<file path="src/cache_defs.svh">
`ifndef CACHE_DEFS_SVH
`define CACHE_DEFS_SVH

// geometry shared by both caches
`define CACHE_LINES  1024
`define INDEX_BITS   10
`define TAG_BITS     20

// words fetched by one instruction refill burst
`define REFILL_BEATS 8

// ARBURST codes
`define BURST_FIXED  2'b00
`define BURST_INCR   2'b01

`endif

</file>
<file path="src/cache_pkg.sv">
`include "cache_defs.svh"

package cache_pkg;

  // address split as seen by a direct-mapped, one-word-line cache
  typedef struct packed {
    logic [`TAG_BITS-1:0]   tag;
    logic [`INDEX_BITS-1:0] index;
    logic [1:0]             byteOffset;
  } addrFields_t;

  // same 32 bits, either raw or decoded
  typedef union packed {
    logic [31:0] word;
    addrFields_t f;
  } cacheAddr_u;

  // one line of either cache array
  typedef struct packed {
    logic                 valid;
    logic [`TAG_BITS-1:0] tag;
    logic [31:0]          data;
  } cacheLine_t;

endpackage

</file>
<file path="src/memRead_if.sv">
`timescale 1ns/1ns

interface memRead_if;

  // requester side
  logic        req;
  logic [31:0] addr;

  // engine side, one beatValid pulse per returned word
  logic        beatValid;
  logic [31:0] beatData;
  logic        last;

  // req held with stable addr until the last beat
  modport requester (
    output req, addr,
    input  beatValid, beatData, last
  );

  modport engine (
    input  req, addr,
    output beatValid, beatData, last
  );

endinterface

</file>
<file path="src/axiReadEngine.sv">
`timescale 1ns/1ns
`include "cache_defs.svh"

module axiReadEngine import cache_pkg::*; (
  input  logic        clk,
  input  logic        resetn,
  memRead_if.engine   instRd,
  memRead_if.engine   dataRd,
  output logic [31:0] arAddr,
  output logic [7:0]  arLen,
  output logic [1:0]  arBurst,
  output logic        arValid,
  input  logic        arReady,
  input  logic [31:0] rData,
  input  logic        rLast,
  input  logic        rValid,
  output logic        rReady
);

  typedef enum logic [1:0] {stIdle, stAddr, stData, stDrain} state_t;

  state_t state;
  logic   grantData;

  assign arValid = (state == stAddr);
  assign rReady  = (state == stData);

  // R beats steered to whichever side won
  assign dataRd.beatValid = rReady && rValid && grantData;
  assign instRd.beatValid = rReady && rValid && !grantData;
  assign dataRd.beatData  = rData;
  assign instRd.beatData  = rData;
  assign dataRd.last      = rLast;
  assign instRd.last      = rLast;

  always_ff @(posedge clk) begin
    if (!resetn) begin
      state     <= stIdle;
      grantData <= 1'b0;
    end else begin
      case (state)
        stIdle: begin
          // data side first
          if (dataRd.req) begin
            grantData <= 1'b1;
            state     <= stAddr;
          end else if (instRd.req) begin
            grantData <= 1'b0;
            state     <= stAddr;
          end
        end
        stAddr: begin
          if (arReady) begin
            state <= stData;
          end
        end
        stData: begin
          if (rValid && rLast) begin
            state <= stDrain;
          end
        end
        // requester drops req here
        stDrain: state <= stIdle;
        default: state <= stIdle;
      endcase
    end
  end

  always_ff @(posedge clk) begin
    if (state == stIdle) begin
      if (dataRd.req) begin
        arAddr  <= dataRd.addr;
        arLen   <= 8'd0;
        arBurst <= `BURST_FIXED;
      end else if (instRd.req) begin
        arAddr  <= instRd.addr;
        arLen   <= 8'(`REFILL_BEATS - 1);
        arBurst <= `BURST_INCR;
      end
    end
  end

endmodule

</file>
<file path="src/flat_wrapper.sv">
// flat-port wrapper written by rule: the top's interface ports become plain ports
module axiReadEngine_flat import cache_pkg::*;
  (clk, resetn, arAddr, arLen, arBurst, arValid, arReady, rData, rLast, rValid, rReady, instRd_req, instRd_addr, instRd_beatValid, instRd_beatData, instRd_last, dataRd_req, dataRd_addr, dataRd_beatValid, dataRd_beatData, dataRd_last);
  memRead_if instRd_i ();
  memRead_if dataRd_i ();
  input  logic clk;
  input  logic resetn;
  output logic [31:0] arAddr;
  output logic [7:0] arLen;
  output logic [1:0] arBurst;
  output logic arValid;
  input  logic arReady;
  input  logic [31:0] rData;
  input  logic rLast;
  input  logic rValid;
  output logic rReady;
  input wire logic [$bits(instRd_i.req)-1:0] instRd_req;
  input wire logic [$bits(instRd_i.addr)-1:0] instRd_addr;
  output wire logic [$bits(instRd_i.beatValid)-1:0] instRd_beatValid;
  output wire logic [$bits(instRd_i.beatData)-1:0] instRd_beatData;
  output wire logic [$bits(instRd_i.last)-1:0] instRd_last;
  input wire logic [$bits(dataRd_i.req)-1:0] dataRd_req;
  input wire logic [$bits(dataRd_i.addr)-1:0] dataRd_addr;
  output wire logic [$bits(dataRd_i.beatValid)-1:0] dataRd_beatValid;
  output wire logic [$bits(dataRd_i.beatData)-1:0] dataRd_beatData;
  output wire logic [$bits(dataRd_i.last)-1:0] dataRd_last;
  assign instRd_i.req = instRd_req;
  assign instRd_i.addr = instRd_addr;
  assign instRd_beatValid = instRd_i.beatValid;
  assign instRd_beatData = instRd_i.beatData;
  assign instRd_last = instRd_i.last;
  assign dataRd_i.req = dataRd_req;
  assign dataRd_i.addr = dataRd_addr;
  assign dataRd_beatValid = dataRd_i.beatValid;
  assign dataRd_beatData = dataRd_i.beatData;
  assign dataRd_last = dataRd_i.last;
  axiReadEngine u_core (.clk(clk), .resetn(resetn), .instRd(instRd_i), .dataRd(dataRd_i), .arAddr(arAddr), .arLen(arLen), .arBurst(arBurst), .arValid(arValid), .arReady(arReady), .rData(rData), .rLast(rLast), .rValid(rValid), .rReady(rReady));
endmodule
</file>
<file path="config.mk">
export PLATFORM = sky130hd
export DESIGN_NAME = axiReadEngine_flat
export DESIGN_NICKNAME = d
export VERILOG_FILES = /design/src/cache_pkg.sv /design/src/memRead_if.sv /design/src/axiReadEngine.sv /design/src/flat_wrapper.sv
export VERILOG_INCLUDE_DIRS = /design/src
export SDC_FILE = /design/constraint.sdc
export NUM_CORES = 1
export LEC_CHECK = 0
export ABC_AREA = 0
export BUFFER_PORTS_ARGS = -buffer_cell sky130_fd_sc_hd__buf_2
export CORE_AREA = 2 2 82 84
export DETAILED_ROUTE_END_ITERATION = 6
export DIE_AREA = 0 0 84 86
export PLACE_DENSITY = 0.77
export SLEW_MARGIN = 20
export SYNTH_ARGS = -nofsm -noshare
export SYNTH_HDL_FRONTEND = slang
export SYNTH_SLANG_ARGS = --single-unit
</file>
<file path="constraint.sdc">
create_clock -name clk -period 6.2 [get_ports clk]
set_clock_uncertainty 0.05 [all_clocks]
set_input_delay 0 -clock clk [delete_from_list [all_inputs] [get_ports clk]]
set_output_delay 0 -clock clk [all_outputs]
set_load 0.03 [all_outputs]
</file>
==> reports/results.tsv <==
stage	metric	value	unit
run_status	status	finished, final reports clean	
worst_setup_path	Critical Path End Type	flop	
clock_network	CTS H-tree lvls	2	
worst_setup_path	FF-to-FF End	u_core.arAddr[25]$_DFFE_PP_	
global_route	GRT busiest layer	met2	
finish	Synth-to-Final Area Change	53.53	%
worst_setup_path	Critical Path RT	6.06	ns
synth	Avg Inst Size Synth	12.56	sq um
worst_setup_path	Setup crit start kind	flop	
worst_hold_path	Hold Crit Class	in2reg	
finish	layout cell share with drive strength beyond 1	0.4889	
synth	library cells used by synthesis	17	
timing	Final setup viols	0	
die	total core area	0.006277	sq mm
global_route	GRT overflow	0	
global_route	first-pass GRT wire length	7.686	mm
global_route	vias in the first global route	1784	
global_route	initial antenna violation count	0	
route	Pre-antenna DRT Iters	4	
run	Max Cap Violations	0	
worst_setup_path	CP Buf/Inv Count	1	
timing	Setup TNS	0	ns
worst_setup_path	CP delay by family, top	simple AND/OR/NAND/NOR gates	
route	final wirelength	5.058	mm
synth	area of the mapped netlist	0.002160	sq mm
worst_setup_path	CP Data Arrival Time	1.74	ns
global_route	GR Util met3	0.03465	
timing	Tcrit/Tclk final	0.3028	
clock_network	CTS root buf	clkbuf_8	
finish	fin nets	421	
global_route	largest net degree at the start of global routing	36	
route	DRC	0	
timing	Hold Vio Cnt, Final	0	
die	overall die width	84	microns
worst_setup_path	Crit Path Category	reg2reg	
worst_setup_path	Worst Setup SP	u_core.state[0]$_SDFFE_PN0P_	
finish	# fillers	535	
die	I/O Pins	215	
clock_network	Hold Buf Count CTS	97	
timing	RSZ-0062 raised after global routing	false	
synth	Synth Flop Type	edfxtp_1	
clock_network	CTS Buf Count	5	
synth	count leader, synth	buf_4	
synth	Yosys top cell by area	edfxtp_1	
synth	Synth top cells by count	buf_4, edfxtp_1, mux2_2, nand2_1	
die	Row Count	29	
synth	Syn. warnings	0	
worst_setup_path	Slowest cell on crit path	nor2b_4	
synth	Seq cells post-synth	36	
worst_hold_path	Worst Hold End	u_core.grantData$_SDFFE_PN0P_	
worst_hold_path	WHS Path Cells	4	
route	DR vias/cell	4.276	
clock_network	clock latency at the later pin of the worst-skew pair	0.28	ns
synth	async set or reset register ratio after synthesis	0	
synth	Post-synth EDFFs	33	
global_route	Global Route met2 Usage	0.2625	
power	leakage	0.001486	uW
die	die area	0.007224	sq mm
worst_setup_path	total stage count of the critical path	3	
timing	Max Clk Rate	0.5327	GHz
worst_setup_path	crit path cell chain	inv_1, ha_1, nor2b_4	
timing	post-route minimum period	1.877	ns
synth	register area share after synthesis	0.4867	
route	vias	1676	
route	drt wl/cell	12.90	microns
timing	max-slew violation count	0	
worst_hold_path	hold path startpoint	instRd_req	
route	First DRT Iteration DRCs	27	
placement	placer congestion estimate	0.7079	
timing	worst-margin pin slew	0.9080	ns
clock_network	CTS tree	done	
timing	Slew headroom	0.3934	
die	Starting Density	0.3440	
finish	Multi-input gate area	534.3	sq um
clock_network	post_cts resized	0	
placement	Inst Count DP	287	
clock_network	clock sinks	36	
worst_setup_path	R2R depth	3	
finish	diode count	0	
finish	register area	0.001051	sq mm
worst_setup_path	R2R setup slack	4.32	ns
power	Power Dens Cells	325.6	mW/mm^2
clock_network	CTS clock-pin slew for the worst setup and hold paths	0.07	ns
route	Antenna Nets Post-Route	0	
clock_network	Clock Path Buffers	2	
power	peak supply drop	0.2211	mV
finish	Layout Cells excl Fill	392	
die	Die Y	86	microns
synth	post-synth top area share	0.4589	
synth	synth top area cells	edfxtp_1, buf_4, mux2_2	
worst_setup_path	critical path peak fanout	33	
placement	Post-DP HPWL	3.017	mm
clock_network	Post-CTS Setup Repair Bufs	0	
global_route	GR met1 Demand/Resource	0.1299	
global_route	gr usage total	0.1345	
worst_setup_path	CP max stage delay	0.77	ns
placement	port buffer count	112	
synth	Mapped Cells	172	
worst_setup_path	Crit Reg-Reg Startpoint	u_core.state[0]$_SDFFE_PN0P_	
## worst register-to-register path, delay by kind of cell, from the launching register on
kind	cells	cell delay, ns
simple gates	1	0.77
buf+inv	1	0.11
flops	1	0.33
fa+ha+maj	1	0.23
## metal layers
metal | routed length [microns] | vias up
met5 | 0 | -
met4 | 146 | 0
met3 | 496 | 14
met2 | 2687 | 133
met1 | 1727 | 742
li1 | - | 787
## cell families after synthesis
logic type	share of synthesized area
other	0.001736
muxes	0.1761
and+or+nand+nor	0.02375
DFF	0.4867
adders and majority gates	0.02318
AOI/OAI and AO/OA	0.01043
buffers and inverters	0.2781
## power by group
part           internal [uW]  switching (uW)
registers                377            26.6
clock network           78.2            83.1
logic                    161             353
total                    616             463
## worst max path at each step
stage,end,slack (ns)
after CTS,u_core.arAddr[18]$_DFFE_PP_,4.29
after global placement,u_core.arAddr[19]$_DFFE_PP_,4.32
final,u_core.arAddr[25]$_DFFE_PP_,4.32
after detailed placement,u_core.arAddr[24]$_DFFE_PP_,4.22
after global routing,u_core.arAddr[16]$_DFFE_PP_,4.22
after floorplan,u_core.arAddr[0]$_DFFE_PP_,3.61
## registers in the layout, indices dropped and copies added, names as in the netlist
| name | cells |
|---|---|
| u_core.arAddr | 32 |
| u_core.arLen | 1 |
| u_core.grantData | 1 |
| u_core.state | 2 |
## through the flow
stage | setup WS, ns | power [uW] | cell area, sq um | utilization | hold slack (ns)
6_report | 4.323 | 1080 | 3316 | 0.5282 | 0.03197
5_1_grt | 4.218 | 1135 | 3316 | 0.5282 | 0.07148
4_1_cts | 4.286 | 1088 | 3316 | 0.5282 | 0.02053
3_5_place_dp | 4.220 | 820.2 | 2257 | 0.3596 | -0.04970
3_3_place_gp | 4.316 | 809.1 | 2257 | 0.3596 | -0.04970
2_1_floorplan | 3.614 | 781.2 | 2178 | - | 0.07817
## cells in the final DEF (no fill, tap or decap)
| master | count |
|---|---|
| buf_2 | 112 |
| dlygate4sd3_1 | 97 |
| edfxtp_1 | 33 |
| mux2_2 | 32 |
| nand2_1 | 6 |
| conb_1 | 6 |
| clkbuf_8 | 5 |
| inv_1 | 4 |
| ha_1 | 4 |
| dfxtp_1 | 3 |
| mux2i_1 | 2 |
| clkinv_2 | 2 |
| nor2_2 | 1 |
| nor2b_4 | 1 |
| and3_1 | 1 |
| nor2_1 | 1 |
| o21ai_0 | 1 |
| a222oi_1 | 1 |
| a22oi_1 | 1 |
| nor2b_1 | 1 |
| clkinv_4 | 1 |
## cell type report
class | instances | share of cell area
clock inverters | 3 | 0.005660
multi-input cells | 58 | 0.1611
flip-flops and latches | 36 | 0.3170
repair buffers | 209 | 0.4619
well taps | 77 | 0.02906
clock buffers | 5 | 0.02075
inverters | 4 | 0.004528
Note: power is estimated with default switching activity, not from simulation.
