$ cat src/cache_defs.svh
`ifndef CACHE_DEFS_SVH
`define CACHE_DEFS_SVH

// geometry shared by both caches
`define CACHE_LINES  1024
`define INDEX_BITS   10
`define TAG_BITS     20

// words fetched by one instruction refill burst
`define REFILL_BEATS 8

// ARBURST codes
`define BURST_FIXED  2'b00
`define BURST_INCR   2'b01

`endif

$ cat src/cache_pkg.sv
`include "cache_defs.svh"

package cache_pkg;

  // address split as seen by a direct-mapped, one-word-line cache
  typedef struct packed {
    logic [`TAG_BITS-1:0]   tag;
    logic [`INDEX_BITS-1:0] index;
    logic [1:0]             byteOffset;
  } addrFields_t;

  // same 32 bits, either raw or decoded
  typedef union packed {
    logic [31:0] word;
    addrFields_t f;
  } cacheAddr_u;

  // one line of either cache array
  typedef struct packed {
    logic                 valid;
    logic [`TAG_BITS-1:0] tag;
    logic [31:0]          data;
  } cacheLine_t;

endpackage

$ cat src/memWrite_if.sv
`timescale 1ns/1ns

interface memWrite_if;

  // one write, fields held stable while req is high
  logic        req;
  logic [31:0] addr;
  logic [31:0] data;
  logic [3:0]  strb;

  // single-cycle pulse once B has completed
  logic        done;

  modport requester (
    output req, addr, data, strb,
    input  done
  );

  modport engine (
    input  req, addr, data, strb,
    output done
  );

endinterface

$ cat src/axiWriteEngine.sv
`timescale 1ns/1ns

module axiWriteEngine import cache_pkg::*; (
  input  logic        clk,
  input  logic        resetn,
  memWrite_if.engine  wrPort,
  output logic [31:0] awAddr,
  output logic        awValid,
  input  logic        awReady,
  output logic [31:0] wData,
  output logic [3:0]  wStrb,
  output logic        wValid,
  input  logic        wReady,
  input  logic        bValid,
  output logic        bReady
);

  typedef enum logic [1:0] {stIdle, stAddr, stData, stResp} state_t;

  state_t state;
  logic   donePulse;
  logic   start;

  // req is still high while done is out, so skip that cycle
  assign start = (state == stIdle) && wrPort.req && !donePulse;

  assign awValid     = (state == stAddr);
  assign wValid      = (state == stData);
  assign bReady      = (state == stResp);
  assign wrPort.done = donePulse;

  always_ff @(posedge clk) begin
    if (!resetn) begin
      state     <= stIdle;
      donePulse <= 1'b0;
    end else begin
      donePulse <= 1'b0;
      case (state)
        stIdle: if (start) state <= stAddr;
        stAddr: if (awReady) state <= stData;
        stData: if (wReady) state <= stResp;
        stResp: begin
          if (bValid) begin
            donePulse <= 1'b1;
            state     <= stIdle;
          end
        end
        default: state <= stIdle;
      endcase
    end
  end

  always_ff @(posedge clk) begin
    if (start) begin
      awAddr <= wrPort.addr;
      wData  <= wrPort.data;
      wStrb  <= wrPort.strb;
    end
  end

endmodule

$ cat src/flat_wrapper.sv
// flat-port wrapper written by rule: the top's interface ports become plain ports
module axiWriteEngine_flat import cache_pkg::*;
  (clk, resetn, awAddr, awValid, awReady, wData, wStrb, wValid, wReady, bValid, bReady, wrPort_req, wrPort_addr, wrPort_data, wrPort_strb, wrPort_done);
  memWrite_if wrPort_i ();
  input  logic clk;
  input  logic resetn;
  output logic [31:0] awAddr;
  output logic awValid;
  input  logic awReady;
  output logic [31:0] wData;
  output logic [3:0] wStrb;
  output logic wValid;
  input  logic wReady;
  input  logic bValid;
  output logic bReady;
  input wire logic [$bits(wrPort_i.req)-1:0] wrPort_req;
  input wire logic [$bits(wrPort_i.addr)-1:0] wrPort_addr;
  input wire logic [$bits(wrPort_i.data)-1:0] wrPort_data;
  input wire logic [$bits(wrPort_i.strb)-1:0] wrPort_strb;
  output wire logic [$bits(wrPort_i.done)-1:0] wrPort_done;
  assign wrPort_i.req = wrPort_req;
  assign wrPort_i.addr = wrPort_addr;
  assign wrPort_i.data = wrPort_data;
  assign wrPort_i.strb = wrPort_strb;
  assign wrPort_done = wrPort_i.done;
  axiWriteEngine u_core (.clk(clk), .resetn(resetn), .wrPort(wrPort_i), .awAddr(awAddr), .awValid(awValid), .awReady(awReady), .wData(wData), .wStrb(wStrb), .wValid(wValid), .wReady(wReady), .bValid(bValid), .bReady(bReady));
endmodule
$ cat config.mk
export PLATFORM = sky130hd
export DESIGN_NAME = axiWriteEngine_flat
export DESIGN_NICKNAME = d
export VERILOG_FILES = /design/src/cache_pkg.sv /design/src/memWrite_if.sv /design/src/axiWriteEngine.sv /design/src/flat_wrapper.sv
export VERILOG_INCLUDE_DIRS = /design/src
export SDC_FILE = /design/constraint.sdc
export NUM_CORES = 1
export LEC_CHECK = 0
export CAP_MARGIN = 20
export CORE_MARGIN = 5
export CORE_UTILIZATION = 45
export DETAILED_ROUTE_END_ITERATION = 7
export DONT_BUFFER_PORTS = 1
export GPL_TIMING_DRIVEN = 0
export HOLD_SLACK_MARGIN = 0.15
export SLEW_MARGIN = 20
export SYNTH_ARGS = -nofsm -noshare
export SYNTH_HDL_FRONTEND = slang
export SYNTH_SLANG_ARGS = --single-unit
$ cat constraint.sdc
create_clock -name clk -period 5.7 [get_ports clk]
set_input_delay 0.57 -clock clk [delete_from_list [all_inputs] [get_ports clk]]
set_output_delay 0.57 -clock clk [all_outputs]
set_load 0.005 [all_outputs]
==> results of run 1 <==
==> registers in the layout, indices dropped and copies added, names as in the netlist <==
| name | count |
|---|---|
| u_core.state | 2 |
| u_core.awAddr | 32 |
| u_core.wData | 32 |
| u_core.wrPort.done | 1 |
| u_core.wStrb | 4 |
==> cell type report <==
cell class / count / share of cell area [%]
Clock buffer: 11 / 4.96
Clock inverter: 5 / 4.02
Inverter: 3 / 0.426
Multi-Input combinational cell: 18 / 6.48
Sequential cell: 71 / 79.4
Tap cell: 67 / 3.17
Timing Repair Buffer: 2 / 1.51
==> power by group through the flow <==
| stage | clock (mW) | combinational [mW] | sequential [mW] |
|---|---|---|---|
| after floorplan | 0 | 0.105 | 0.806 |
| after global placement | 0 | 0.122 | 0.836 |
| after detailed placement | 0 | 0.160 | 0.817 |
| after CTS | 0.473 | 0.161 | 0.807 |
| after global routing | 0.501 | 0.171 | 0.814 |
| final | 0.458 | 0.157 | 0.800 |
==> how the worst min path moves through the flow <==
stage                                 startpoint  depth (start not counted)                            to  slack, ns
floorplan           u_core.state[1]$_SDFFE_PN0P_                          2  u_core.state[1]$_SDFFE_PN0P_       0.47
global placement    u_core.state[0]$_SDFFE_PN0P_                          2  u_core.state[0]$_SDFFE_PN0P_       0.49
detailed placement  u_core.state[1]$_SDFFE_PN0P_                          2  u_core.state[1]$_SDFFE_PN0P_       0.51
CTS                              wrPort_data[31]                          0    u_core.wData[31]$_DFFE_PP_       0.32
global route                     wrPort_addr[19]                          0   u_core.awAddr[19]$_DFFE_PP_       0.29
finish                            wrPort_strb[3]                          0     u_core.wStrb[3]$_DFFE_PP_       0.33
==> cells by family after synthesis <==
family / Yosys count
DFF: 71
muxes: 2
adders and majority gates: 5
and+or+nand+nor: 9
buffers and inverters: 3
AOI/OAI and AO/OA: 2
==> metal layers <==
metal | vias to the layer above | wire (um) | GRT usage [%]
li1 | 381 | - | -
met1 | 414 | 1320 | 9.87
met2 | 85 | 2180 | 20.4
met3 | 5 | 605 | 11.0
met4 | 0 | 44 | 7.09
met5 | - | 0 | 0
==> per-stage QoR <==
step | worst slack, ns | instances | util [%] | area [um2]
2_1_floorplan | 1.68 | 92 | - | 2280
3_3_place_gp | 0.984 | 159 | 49.0 | 2360
3_5_place_dp | 4.09 | 161 | 50.0 | 2410
4_1_cts | 4.04 | 177 | 54.9 | 2650
5_1_grt | 3.98 | 177 | 54.9 | 2650
6_report | 4.07 | 177 | 54.9 | 2650
==> synthesized netlist by cell type, drive strengths merged <==
library cell and instances:
ha 5, nor2b 3, inv 3, and3 1, nor2 1, a2111oi 1
nand2b 1, nand2 3, edfxtp 68, dfxtp 3, o21ai 1, mux2i 2
==> out/summary.txt, run 1 <==
==========================================================================================
First element of the critical path                                            u_core.state[0]$_SDFFE_PN0P_
Relative contribution of the clock network to total power                            32.4%
Cell at the slowest stage of the critical path                                     dfxtp_1
Total detailed-routing wirelength                                                  4140 um
Post-Synth Adder-Cell Area                                                           2.75%
Synth area leaders                                                            edfxtp_1, ha_1, dfxtp_1, a2111oi_4, mux2i_1
Pin count of the biggest net entering global routing                                    34
Switching power total                                                               333 uW
Initial detailed-routing violation count                                                81
Leading cell type in the layout, fill and taps excluded                           edfxtp_1
Critical Path AT                                                                   1.06 ns
Count of cell instances traversed by the critical path                                   2
Sequential standard cell area                                                     2100 um2
Final count of hold timing violations                                                    0
Global placer's final weighted congestion                                            0.695
Cell area power density                                                         534 nW/um2
Total global routing overflow                                                            0
Root buffer selected by CTS                                                       clkbuf_8
Number of nets with antenna violations after detailed routing                            0
Synth Area in Compound Gates                                                         1.43%
Aggregate negative setup slack                                                        0 ns
Nets in the synthesized netlist                                                        171
Cell-by-cell trace of the critical path                                       inv_1 > ha_1
GRT Overall Usage                                                                    12.5%
Total chip power                                                                   1.41 mW
Post-layout min period                                                             1.63 ns
Total DRC errors in the routed layout                                                    0
Clk sinks                                                                               71
Final Max Slew Viols                                                                     0
DR vias                                                                                885
Net Sw Frac                                                                          23.5%
Flop and latch count out of synthesis                                                   71
Number of detailed-route iterations in the first pass                                    3
Initial core utilization                                                             47.3%
Buffers added on ports                                                                   0
FMAX                                                                               613 MHz
Ys Warns                                                                                 0
Cell area after synthesis                                                         2280 um2
Clock insertion delay at the later pin of the skew report                          0.33 ns
Syn avg cell area                                                                 24.8 um2
Endpoint required time on the critical path                                        5.13 ns
I/O pins                                                                               146
Number of buffers added by the clock tree synthesis step                                 9
Result of the run                                                             complete, no violations
IR Drop Worst-Case VDD                                                          0.000245 V
Overall die height                                                                 81.1 um
Average detailed-routed wire length per instance                                   23.4 um
Net count of the finished layout                                                       184
Unrepaired setup endpoints after global routing                                         no
Die Span X                                                                         81.1 um
Internal power component                                                           1.08 mW
TritonCTS clock tree                                                                 built
Final count of negative-setup-slack endpoints                                            0
Sequential Power Share                                                               56.6%
Critical Path Fanout Max                                                                 4
Detailed-route vias per instance                                                      5.00
Count of maximum capacitance violations                                                  0
Cells after synthesis                                                                   92
Delay of the slowest critical-path stage                                           0.39 ns
Cells resized by post-CTS repair                                                         0
Worst-margin pin slew                                                             0.319 ns
Worst hold slack                                                                  0.334 ns
Crit path max-delay family                                                      flip-flops
Largest area contributor in the synthesized netlist                               edfxtp_1
Std cell rows                                                                           25
Final HPWL from detailed placement                                                 3270 um
Area taken by multi-input logic gates                                              171 um2
Mux contribution to synthesized area                                                0.879%
Headroom to the max-slew limit                                                       78.7%
Count of cells along the worst register-to-register path                                 5
# diodes                                                                                 0
Vias in the first global route                                                         928
Share of final-layout standard cells stronger than drive strength 1                  17.3%
Wire length of the first global-routing pass                                       5430 um
Highest-count cells in the layout ignoring fill and taps                      edfxtp_1, clkbuf_8, ha_1
Sequential share of the synthesized area                                             92.3%
Filler cells                                                                           388
Distinct cell type count after synthesis                                                13
Capturing element type of the critical path                                   primary output
Placeable Area                                                                    4820 um2
Startpoint Class                                                                 flip-flop
Area share of and/or/nand/nor cells after synthesis                                  2.14%
Crit Path Category                                                                 reg2out
Setup slack of the most critical reg-to-reg path                                   4.10 ns
Type of the worst min-delay path                                                    in2reg
Number of levels in the clock H-tree                                                     3
Destination of the critical timing path                                             wValid
Skew final                                                                      0.00663 ns
Postcts setup bufs                                                                       0
Area overhead of the layout relative to synthesis                                    16.2%
Hold_buf cts                                                                             0
CTS Buffer Depth                                                                         2
Area share of the largest cell type after synthesis                                  89.7%
Period Utilization, post-route                                                       28.6%
Xor/xnor cell area share of the yosys netlist                                           0%
Number of antenna violations at the first check in global routing                        0
Clock edge transition at the registers on the reported setup and hold paths        0.07 ns
Area of the die                                                                   6580 um2
Dominant combinational cell family by area after synthesis                     adder cells
Reg2Reg Launch Point                                                          u_core.state[0]$_SDFFE_PN0P_
Leakage Power                                                                     0.895 nW
Buffers & Inverters on Critical Path                                                     1
FF-to-FF End                                                                  u_core.state[0]$_SDFFE_PN0P_
Comb pwr share                                                                       11.1%
==========================================================================================
(Power assumes the default switching activity.)
==> run 2: changes to the inputs <==
Clock period 5.7 ns to 1.5 ns, I/O delays scaled along.
==> run 2 against run 1 <==
Critical path type is now reg2reg; clock skew is 0.00098 ns lower; largest power group unchanged; sequential power grew to 3.9 times the previous value; flip-flop and latch count unchanged; clock power rose to 3.8 times the previous value; count of clock-buffer cells in the layout is 2 lower; via count up 33%; first-iteration DRC count fell by 70%; worst setup slack got worse by 4.0 ns; global-route usage is 2.6 points higher; utilization is 16 points higher; die area is the same.
==> out/summary.txt, run 2 (synthesized netlist as in run 1, its figures left out) <==
==========================================================================================
Area of the die                                                                   6580 um2   unchanged
Final count of hold timing violations                                                    0   unchanged
Filler cells                                                                           311   was 388
Endpoint required time on the critical path                                        1.53 ns   was 5.13 ns
Global placer's final weighted congestion                                            0.621   was 0.695
Count of maximum capacitance violations                                                  0   unchanged
Min setup slack post-route                                                       0.0738 ns   was 4.07 ns
Capturing element type of the critical path                                      flip-flop   was primary output
Wire length of the first global-routing pass                                       6730 um   was 5430 um
Critical Path Fanout Max                                                                33   was 4
Aggregate negative setup slack                                                        0 ns   unchanged
Number of nets with antenna violations after detailed routing                            0   unchanged
Worst hold slack                                                                  0.152 ns   was 0.334 ns
Skew final                                                                      0.00565 ns   was 0.00663 ns
Setup slack after placement                                                     -0.0305 ns   was 4.09 ns
Result of the run                                                             complete, no violations   unchanged
Post-Place Cells                                                                       161   unchanged
Number of levels in the clock H-tree                                                     3   unchanged
Cell area power density                                                        1670 nW/um2   was 534 nW/um2
Vias in the first global route                                                        1237   was 928
Net count of the finished layout                                                       255   was 184
Clock insertion delay at the later pin of the skew report                          0.33 ns   about the same
Headroom to the max-slew limit                                                       77.4%   was 78.7%
Total detailed-routing wirelength                                                  5000 um   was 4140 um
Die Span X                                                                         81.1 um   unchanged
Leading cell type in the layout, fill and taps excluded                       dlygate4sd3_1   was edfxtp_1
Post-layout min period                                                             1.43 ns
Std cell rows                                                                           25   unchanged
FMAX                                                                               701 MHz
DR vias                                                                               1177   was 885
Final Max Slew Viols                                                                     0   unchanged
Period Utilization, post-route                                                       95.1%
TritonCTS clock tree                                                                 built   unchanged
Leakage Power                                                                      1.19 nW   was 0.895 nW
Root buffer selected by CTS                                                       clkbuf_8   unchanged
Total DRC errors in the routed layout                                                    0   unchanged
Worst Min Path Start                                                                wReady   was wrPort_strb[3]
Total global routing overflow                                                            0   unchanged
Area overhead of the layout relative to synthesis                                    49.1%   was 16.2%
Number of detailed-route iterations in the first pass                                    4   was 3
Registers with the most flip-flops                                            u_core.awAddr (32), u_core.wData (32), u_core.wStrb (4)   unchanged
Reg2Reg Launch Point                                                          u_core.state[1]$_SDFFE_PN0P_   was u_core.state[0]$_SDFFE_PN0P_
Number of antenna violations at the first check in global routing                        0   unchanged
GRT Overall Usage                                                                    15.1%   was 12.5%
Post-layout utilization of the core                                                  70.5%   was 54.9%
Hold_buf cts                                                                            70   was 0
Initial detailed-routing violation count                                                24   was 81
Clock edge transition at the registers on the reported setup and hold paths        0.07 ns   about the same
Buffers added on ports                                                                   0   unchanged
Number of buffers added by the clock tree synthesis step                                 9   unchanged
CTS Buffer Depth                                                                         2   unchanged
Number of cells in the finished layout apart from fillers                              248   was 177
Crit Path Category                                                                 reg2reg   was reg2out
Critical Path AT                                                                   1.46 ns   was 1.06 ns
Type of the worst min-delay path                                                    in2reg   unchanged
Highest-count cells in the layout ignoring fill and taps                      dlygate4sd3_1, edfxtp_1, clkbuf_8   was edfxtp_1, clkbuf_8, ha_1
Share of final-layout standard cells stronger than drive strength 1                  16.0%   was 17.3%
Final HPWL from detailed placement                                                 3180 um   was 3270 um
# diodes                                                                                 0   unchanged
Clk sinks                                                                               71   unchanged
Initial core utilization                                                             47.3%   unchanged
Average detailed-routed wire length per instance                                   20.2 um   was 23.4 um
I/O pins                                                                               146   unchanged
Final count of negative-setup-slack endpoints                                            0   unchanged
Overall die height                                                                 81.1 um   unchanged
Pin count of the biggest net entering global routing                                    34   unchanged
Startpoint Class                                                                 flip-flop   unchanged
Worst-margin pin slew                                                             0.339 ns   was 0.319 ns
IR Drop Worst-Case VDD                                                          0.000983 V   was 0.000245 V
Placeable Area                                                                    4820 um2   unchanged
First element of the critical path                                            u_core.state[1]$_SDFFE_PN0P_   was u_core.state[0]$_SDFFE_PN0P_
Detailed-route vias per instance                                                      4.75   was 5.00
==========================================================================================
[run 2: changes by cell type in the layout (fill, tap and decap cells not counted), sizes merged]
cell         before  now
clkinvlp          1    0
clkbuf           11    9
dlygate4sd3       0   70
buf               2    3
clkinv            1    4
[run 2: worst paths after layout]
path                                  endpoint  slack, ns  cells after the start
setup / recovery     u_core.wData[6]$_DFFE_PP_       0.07                      5
hold / removal    u_core.state[0]$_SDFFE_PN0P_       0.15                      3
setup reg to reg     u_core.wData[6]$_DFFE_PP_       0.07                      5
hold reg to reg   u_core.state[0]$_SDFFE_PN0P_       0.51                      2
[run 2: worst max-delay path, cell delays in order (launching register included)]
cell and delay [ns]:
dfxtp_2 0.36, inv_2 0.10, ha_4 0.16, inv_2 0.04
nor2_4 0.21, buf_12 0.24
[run 2: final cells by class]
| class | count | area (um2) | area share, % |
|---|---|---|---|
| sequential | 71 | 2110 | 62.1 |
| clock inverter | 7 | 111 | 3.28 |
| timing repair buffer | 73 | 748 | 22.0 |
| inverter | 3 | 13.8 | 0.405 |
| multi-input combinational | 18 | 206 | 6.08 |
| tap | 67 | 83.8 | 2.47 |
| clock buffer | 9 | 124 | 3.65 |
[run 2: power breakdown]
group	switching, mW	internal [mW]
logic	0.450	0.390
registers	0.284	2.80
clock network	0.649	1.09
[run 2: per-layer routing]
layer / vias up / wire length, um / share of wire, % / GRT usage, %
li1: 522 / - / - / -
met1: 557 / 1630 / 33 / 13.3
met2: 92 / 2840 / 57 / 27.7
met3: 6 / 478 / 9.6 / 6.98
met4: 0 / 46 / 0.92 / 8.61
met5: - / 0 / 0 / 0
[run 2: repair_timing]
action / CTS / global route
setup endpoints to repair: 2 / 2
pin swaps: 1 / 2
hold endpoints to repair: 71 / 1
resized for setup: 1 / 6
setup buffers: 0 / 1
[run 2: through the flow]
stage	instance area, um2	total power [mW]
2_1_floorplan	2300	3.48
3_3_place_gp	2380	3.66
3_5_place_dp	2420	3.77
4_1_cts	3360	5.66
5_1_grt	3390	5.95
6_report	3390	5.67
==> run 3: changes to the inputs <==
Settings changed: CORE_UTILIZATION 45 to 29.
==> run 3 against run 2 <==
The run now ends with setup timing left; cell count grew 16%; count of clock-buffer cells in the layout rose by 1; die area grew 48%; sequential power barely moved; utilization shrank 25 points; maximum frequency is 9.0% lower; flip-flop and latch count is the same; combinational power rose by 19%; first-iteration DRC count increased by 100%; critical path depth unchanged; critical endpoint is now u_core.state[0]$_SDFFE_PN0P_; largest power group unchanged.
==> out/summary.txt, run 3 (synthesized netlist as in run 1, its figures left out) <==
==========================================================================================
Clock edge transition at the registers on the reported setup and hold paths        0.07 ns   about the same
Total chip power                                                                   5.76 mW   was 5.67 mW
Total DRC errors in the routed layout                                                    0   unchanged
Die Span X                                                                         98.6 um   was 81.1 um
Detailed-route vias per instance                                                      4.11   was 4.75
Cell at the slowest stage of the critical path                                   a2111oi_4   was dfxtp_2
Comb pwr share                                                                       17.4%   was 14.8%
CTS Buffer Depth                                                                         2   unchanged
Crit Path Category                                                                 reg2reg   unchanged
Final Max Slew Viols                                                                     0   unchanged
Final HPWL from detailed placement                                                 4010 um   was 3180 um
Internal power component                                                           4.25 mW   was 4.29 mW
# diodes                                                                                 0   unchanged
Area overhead of the layout relative to synthesis                                    53.2%   was 49.1%
Filler cells                                                                           660   was 311
Vias in the first global route                                                        1332   was 1237
Setup slack of the most critical reg-to-reg path                                  -0.07 ns   was 0.07 ns
Result of the run                                                             complete, but fails checks   was complete, no violations
Wire length of the first global-routing pass                                       7960 um   was 6730 um
Overall die height                                                                 98.6 um   was 81.1 um
Critical Path Fanout Max                                                                 4   was 33
Capturing element type of the critical path                                      flip-flop   unchanged
Number of nets with antenna violations after detailed routing                            0   unchanged
Std cell rows                                                                           32   was 25
Switching power total                                                              1.51 mW   was 1.38 mW
Worst-margin pin slew                                                             0.376 ns   was 0.339 ns
Count of maximum capacitance violations                                                  0   unchanged
Worst Min Path Start                                                                wReady   unchanged
Number of antenna violations at the first check in global routing                        0   unchanged
Net Sw Frac                                                                          26.2%   was 24.4%
Startpoint Class                                                                 flip-flop   unchanged
Delay of the slowest critical-path stage                                           0.42 ns   was 0.36 ns
Sequential Power Share                                                               54.1%   was 54.5%
Worst hold slack                                                                  0.189 ns   was 0.152 ns
Min setup slack post-route                                                      -0.0671 ns   was 0.0738 ns
Final count of negative-setup-slack endpoints                                            1   was 0
Placeable Area                                                                    7690 um2   was 4820 um2
Area of the die                                                                   9720 um2   was 6580 um2
Post-Place Cells                                                                       196   was 161
Clock insertion delay at the later pin of the skew report                          0.33 ns   about the same
Registers with the most flip-flops                                            u_core.awAddr (32), u_core.wData (32), u_core.wStrb (4)   unchanged
FMAX                                                                               638 MHz   was 701 MHz
I/O pins                                                                               146   unchanged
Post-layout min period                                                             1.57 ns   was 1.43 ns
Number of levels in the clock H-tree                                                     3   unchanged
Unrepaired setup endpoints after global routing                                        yes
Clk sinks                                                                               71   unchanged
DR vias                                                                               1181   was 1177
Pin count of the biggest net entering global routing                                    33   was 34
Cell area power density                                                        1650 nW/um2   was 1670 nW/um2
Number of detailed-route iterations in the first pass                                    4   unchanged
Net count of the finished layout                                                       259   was 255
Global placer's final weighted congestion                                            0.741   was 0.621
Initial core utilization                                                             29.6%   was 47.3%
Highest-count cells in the layout ignoring fill and taps                      dlygate4sd3_1, edfxtp_1, clkbuf_8   unchanged
Total detailed-routing wirelength                                                  5600 um   was 5000 um
Endpoint required time on the critical path                                        1.73 ns   was 1.53 ns
Number of cells in the finished layout apart from fillers                              287   was 248
IR Drop Worst-Case VDD                                                          0.000713 V   was 0.000983 V
Root buffer selected by CTS                                                       clkbuf_8   unchanged
Reg2Reg Launch Point                                                          u_core.state[1]$_SDFFE_PN0P_   unchanged
Leakage Power                                                                      1.21 nW   was 1.19 nW
TritonCTS clock tree                                                                 built   unchanged
Final count of hold timing violations                                                    0   unchanged
Critical Path AT                                                                   1.80 ns   was 1.46 ns
Period Utilization, post-route                                                        104%   was 95.1%
Number of buffers added by the clock tree synthesis step                                 9   unchanged
Headroom to the max-slew limit                                                       74.9%   was 77.4%
Violations in the final reports                                               setup timing
GRT Overall Usage                                                                    11.3%   was 15.1%
Type of the worst min-delay path                                                    in2reg   unchanged
Share of final-layout standard cells stronger than drive strength 1                  18.4%   was 16.0%
Aggregate negative setup slack                                                  -0.0671 ns   was 0 ns
Total global routing overflow                                                            0   unchanged
Skew final                                                                      0.00673 ns   was 0.00565 ns
First element of the critical path                                            u_core.state[1]$_SDFFE_PN0P_   unchanged
Cell-by-cell trace of the critical path                                       inv_4 > ha_4 > nor2b_4 > a2111oi_4 > mux2i_1   was inv_2 > ha_4 > inv_2 > nor2_4 > buf_12
Buffers added on ports                                                                   0   unchanged
Average detailed-routed wire length per instance                                   19.5 um   was 20.2 um
Initial detailed-routing violation count                                                49   was 24
Leading cell type in the layout, fill and taps excluded                       dlygate4sd3_1   unchanged
Relative contribution of the clock network to total power                            28.5%   was 30.7%
==========================================================================================
-- run 3: cell type report --
type                    count  area, um2  share of cell area (%)
clock inverters             6       93.8                    2.69
flip-flops and latches     71       2110                    60.5
repair buffers             77        806                    23.1
clock buffers              10        128                    3.66
well taps                 102        128                    3.66
inverters                   3       16.3                   0.466
multi-input cells          18        209                    5.99
-- run 3: power groups by stage --
stage	Clock, mW	Sequential, mW	Combinational (mW)
CTS	1.72	3.12	0.926
detailed placement	0	3.15	0.701
finish	1.64	3.11	1.00
global route	1.79	3.16	1.08
global placement	0	3.16	0.529
floorplan	0	3.03	0.453
-- run 3: final timing paths --
path,to,cells past startpoint
max,u_core.state[0]$_SDFFE_PN0P_,5
min,u_core.state[1]$_SDFFE_PN0P_,3
max reg2reg,u_core.state[0]$_SDFFE_PN0P_,5
min reg2reg,u_core.state[1]$_SDFFE_PN0P_,2
-- run 3: worst max-delay path, delay by kind of cell (launching register included) --
family,cells,cell delay (ns)
AOI/OAI and AO/OA,1,0.42
adders and majority gates,1,0.16
buffers and inverters,1,0.05
DFF,1,0.38
muxes,1,0.32
and+or+nand+nor,1,0.13
-- run 3: repair_timing --
action,4_1_cts,5_1_grt
cloned,0,1
endpoints found under the setup margin,56,8
hold buffers,71,0
endpoints found under the hold margin,71,0
buffers inserted,2,1
resized for setup,8,2
pin swaps,2,1
-- run 3: through the flow --
stage                     cell area (um2)  setup WS (ns)  utilization, %
after global placement               2430         -0.806            31.6
after CTS                            3450        0.00111            44.9
after global routing                 3490        -0.0962            45.4
after detailed placement             2470         -0.158            32.2
after floorplan                      2300         -0.497               -
final                                3490        -0.0671            45.4
-- run 3: layer usage --
layer / vias to the layer above / global-route usage, % / share of wire, %
li1: 536 / - / -
met1: 526 / 10.9 / 35
met2: 110 / 19.2 / 50
met3: 9 / 7.01 / 14
met4: 0 / 5.04 / 1.4
met5: - / 0 / 0
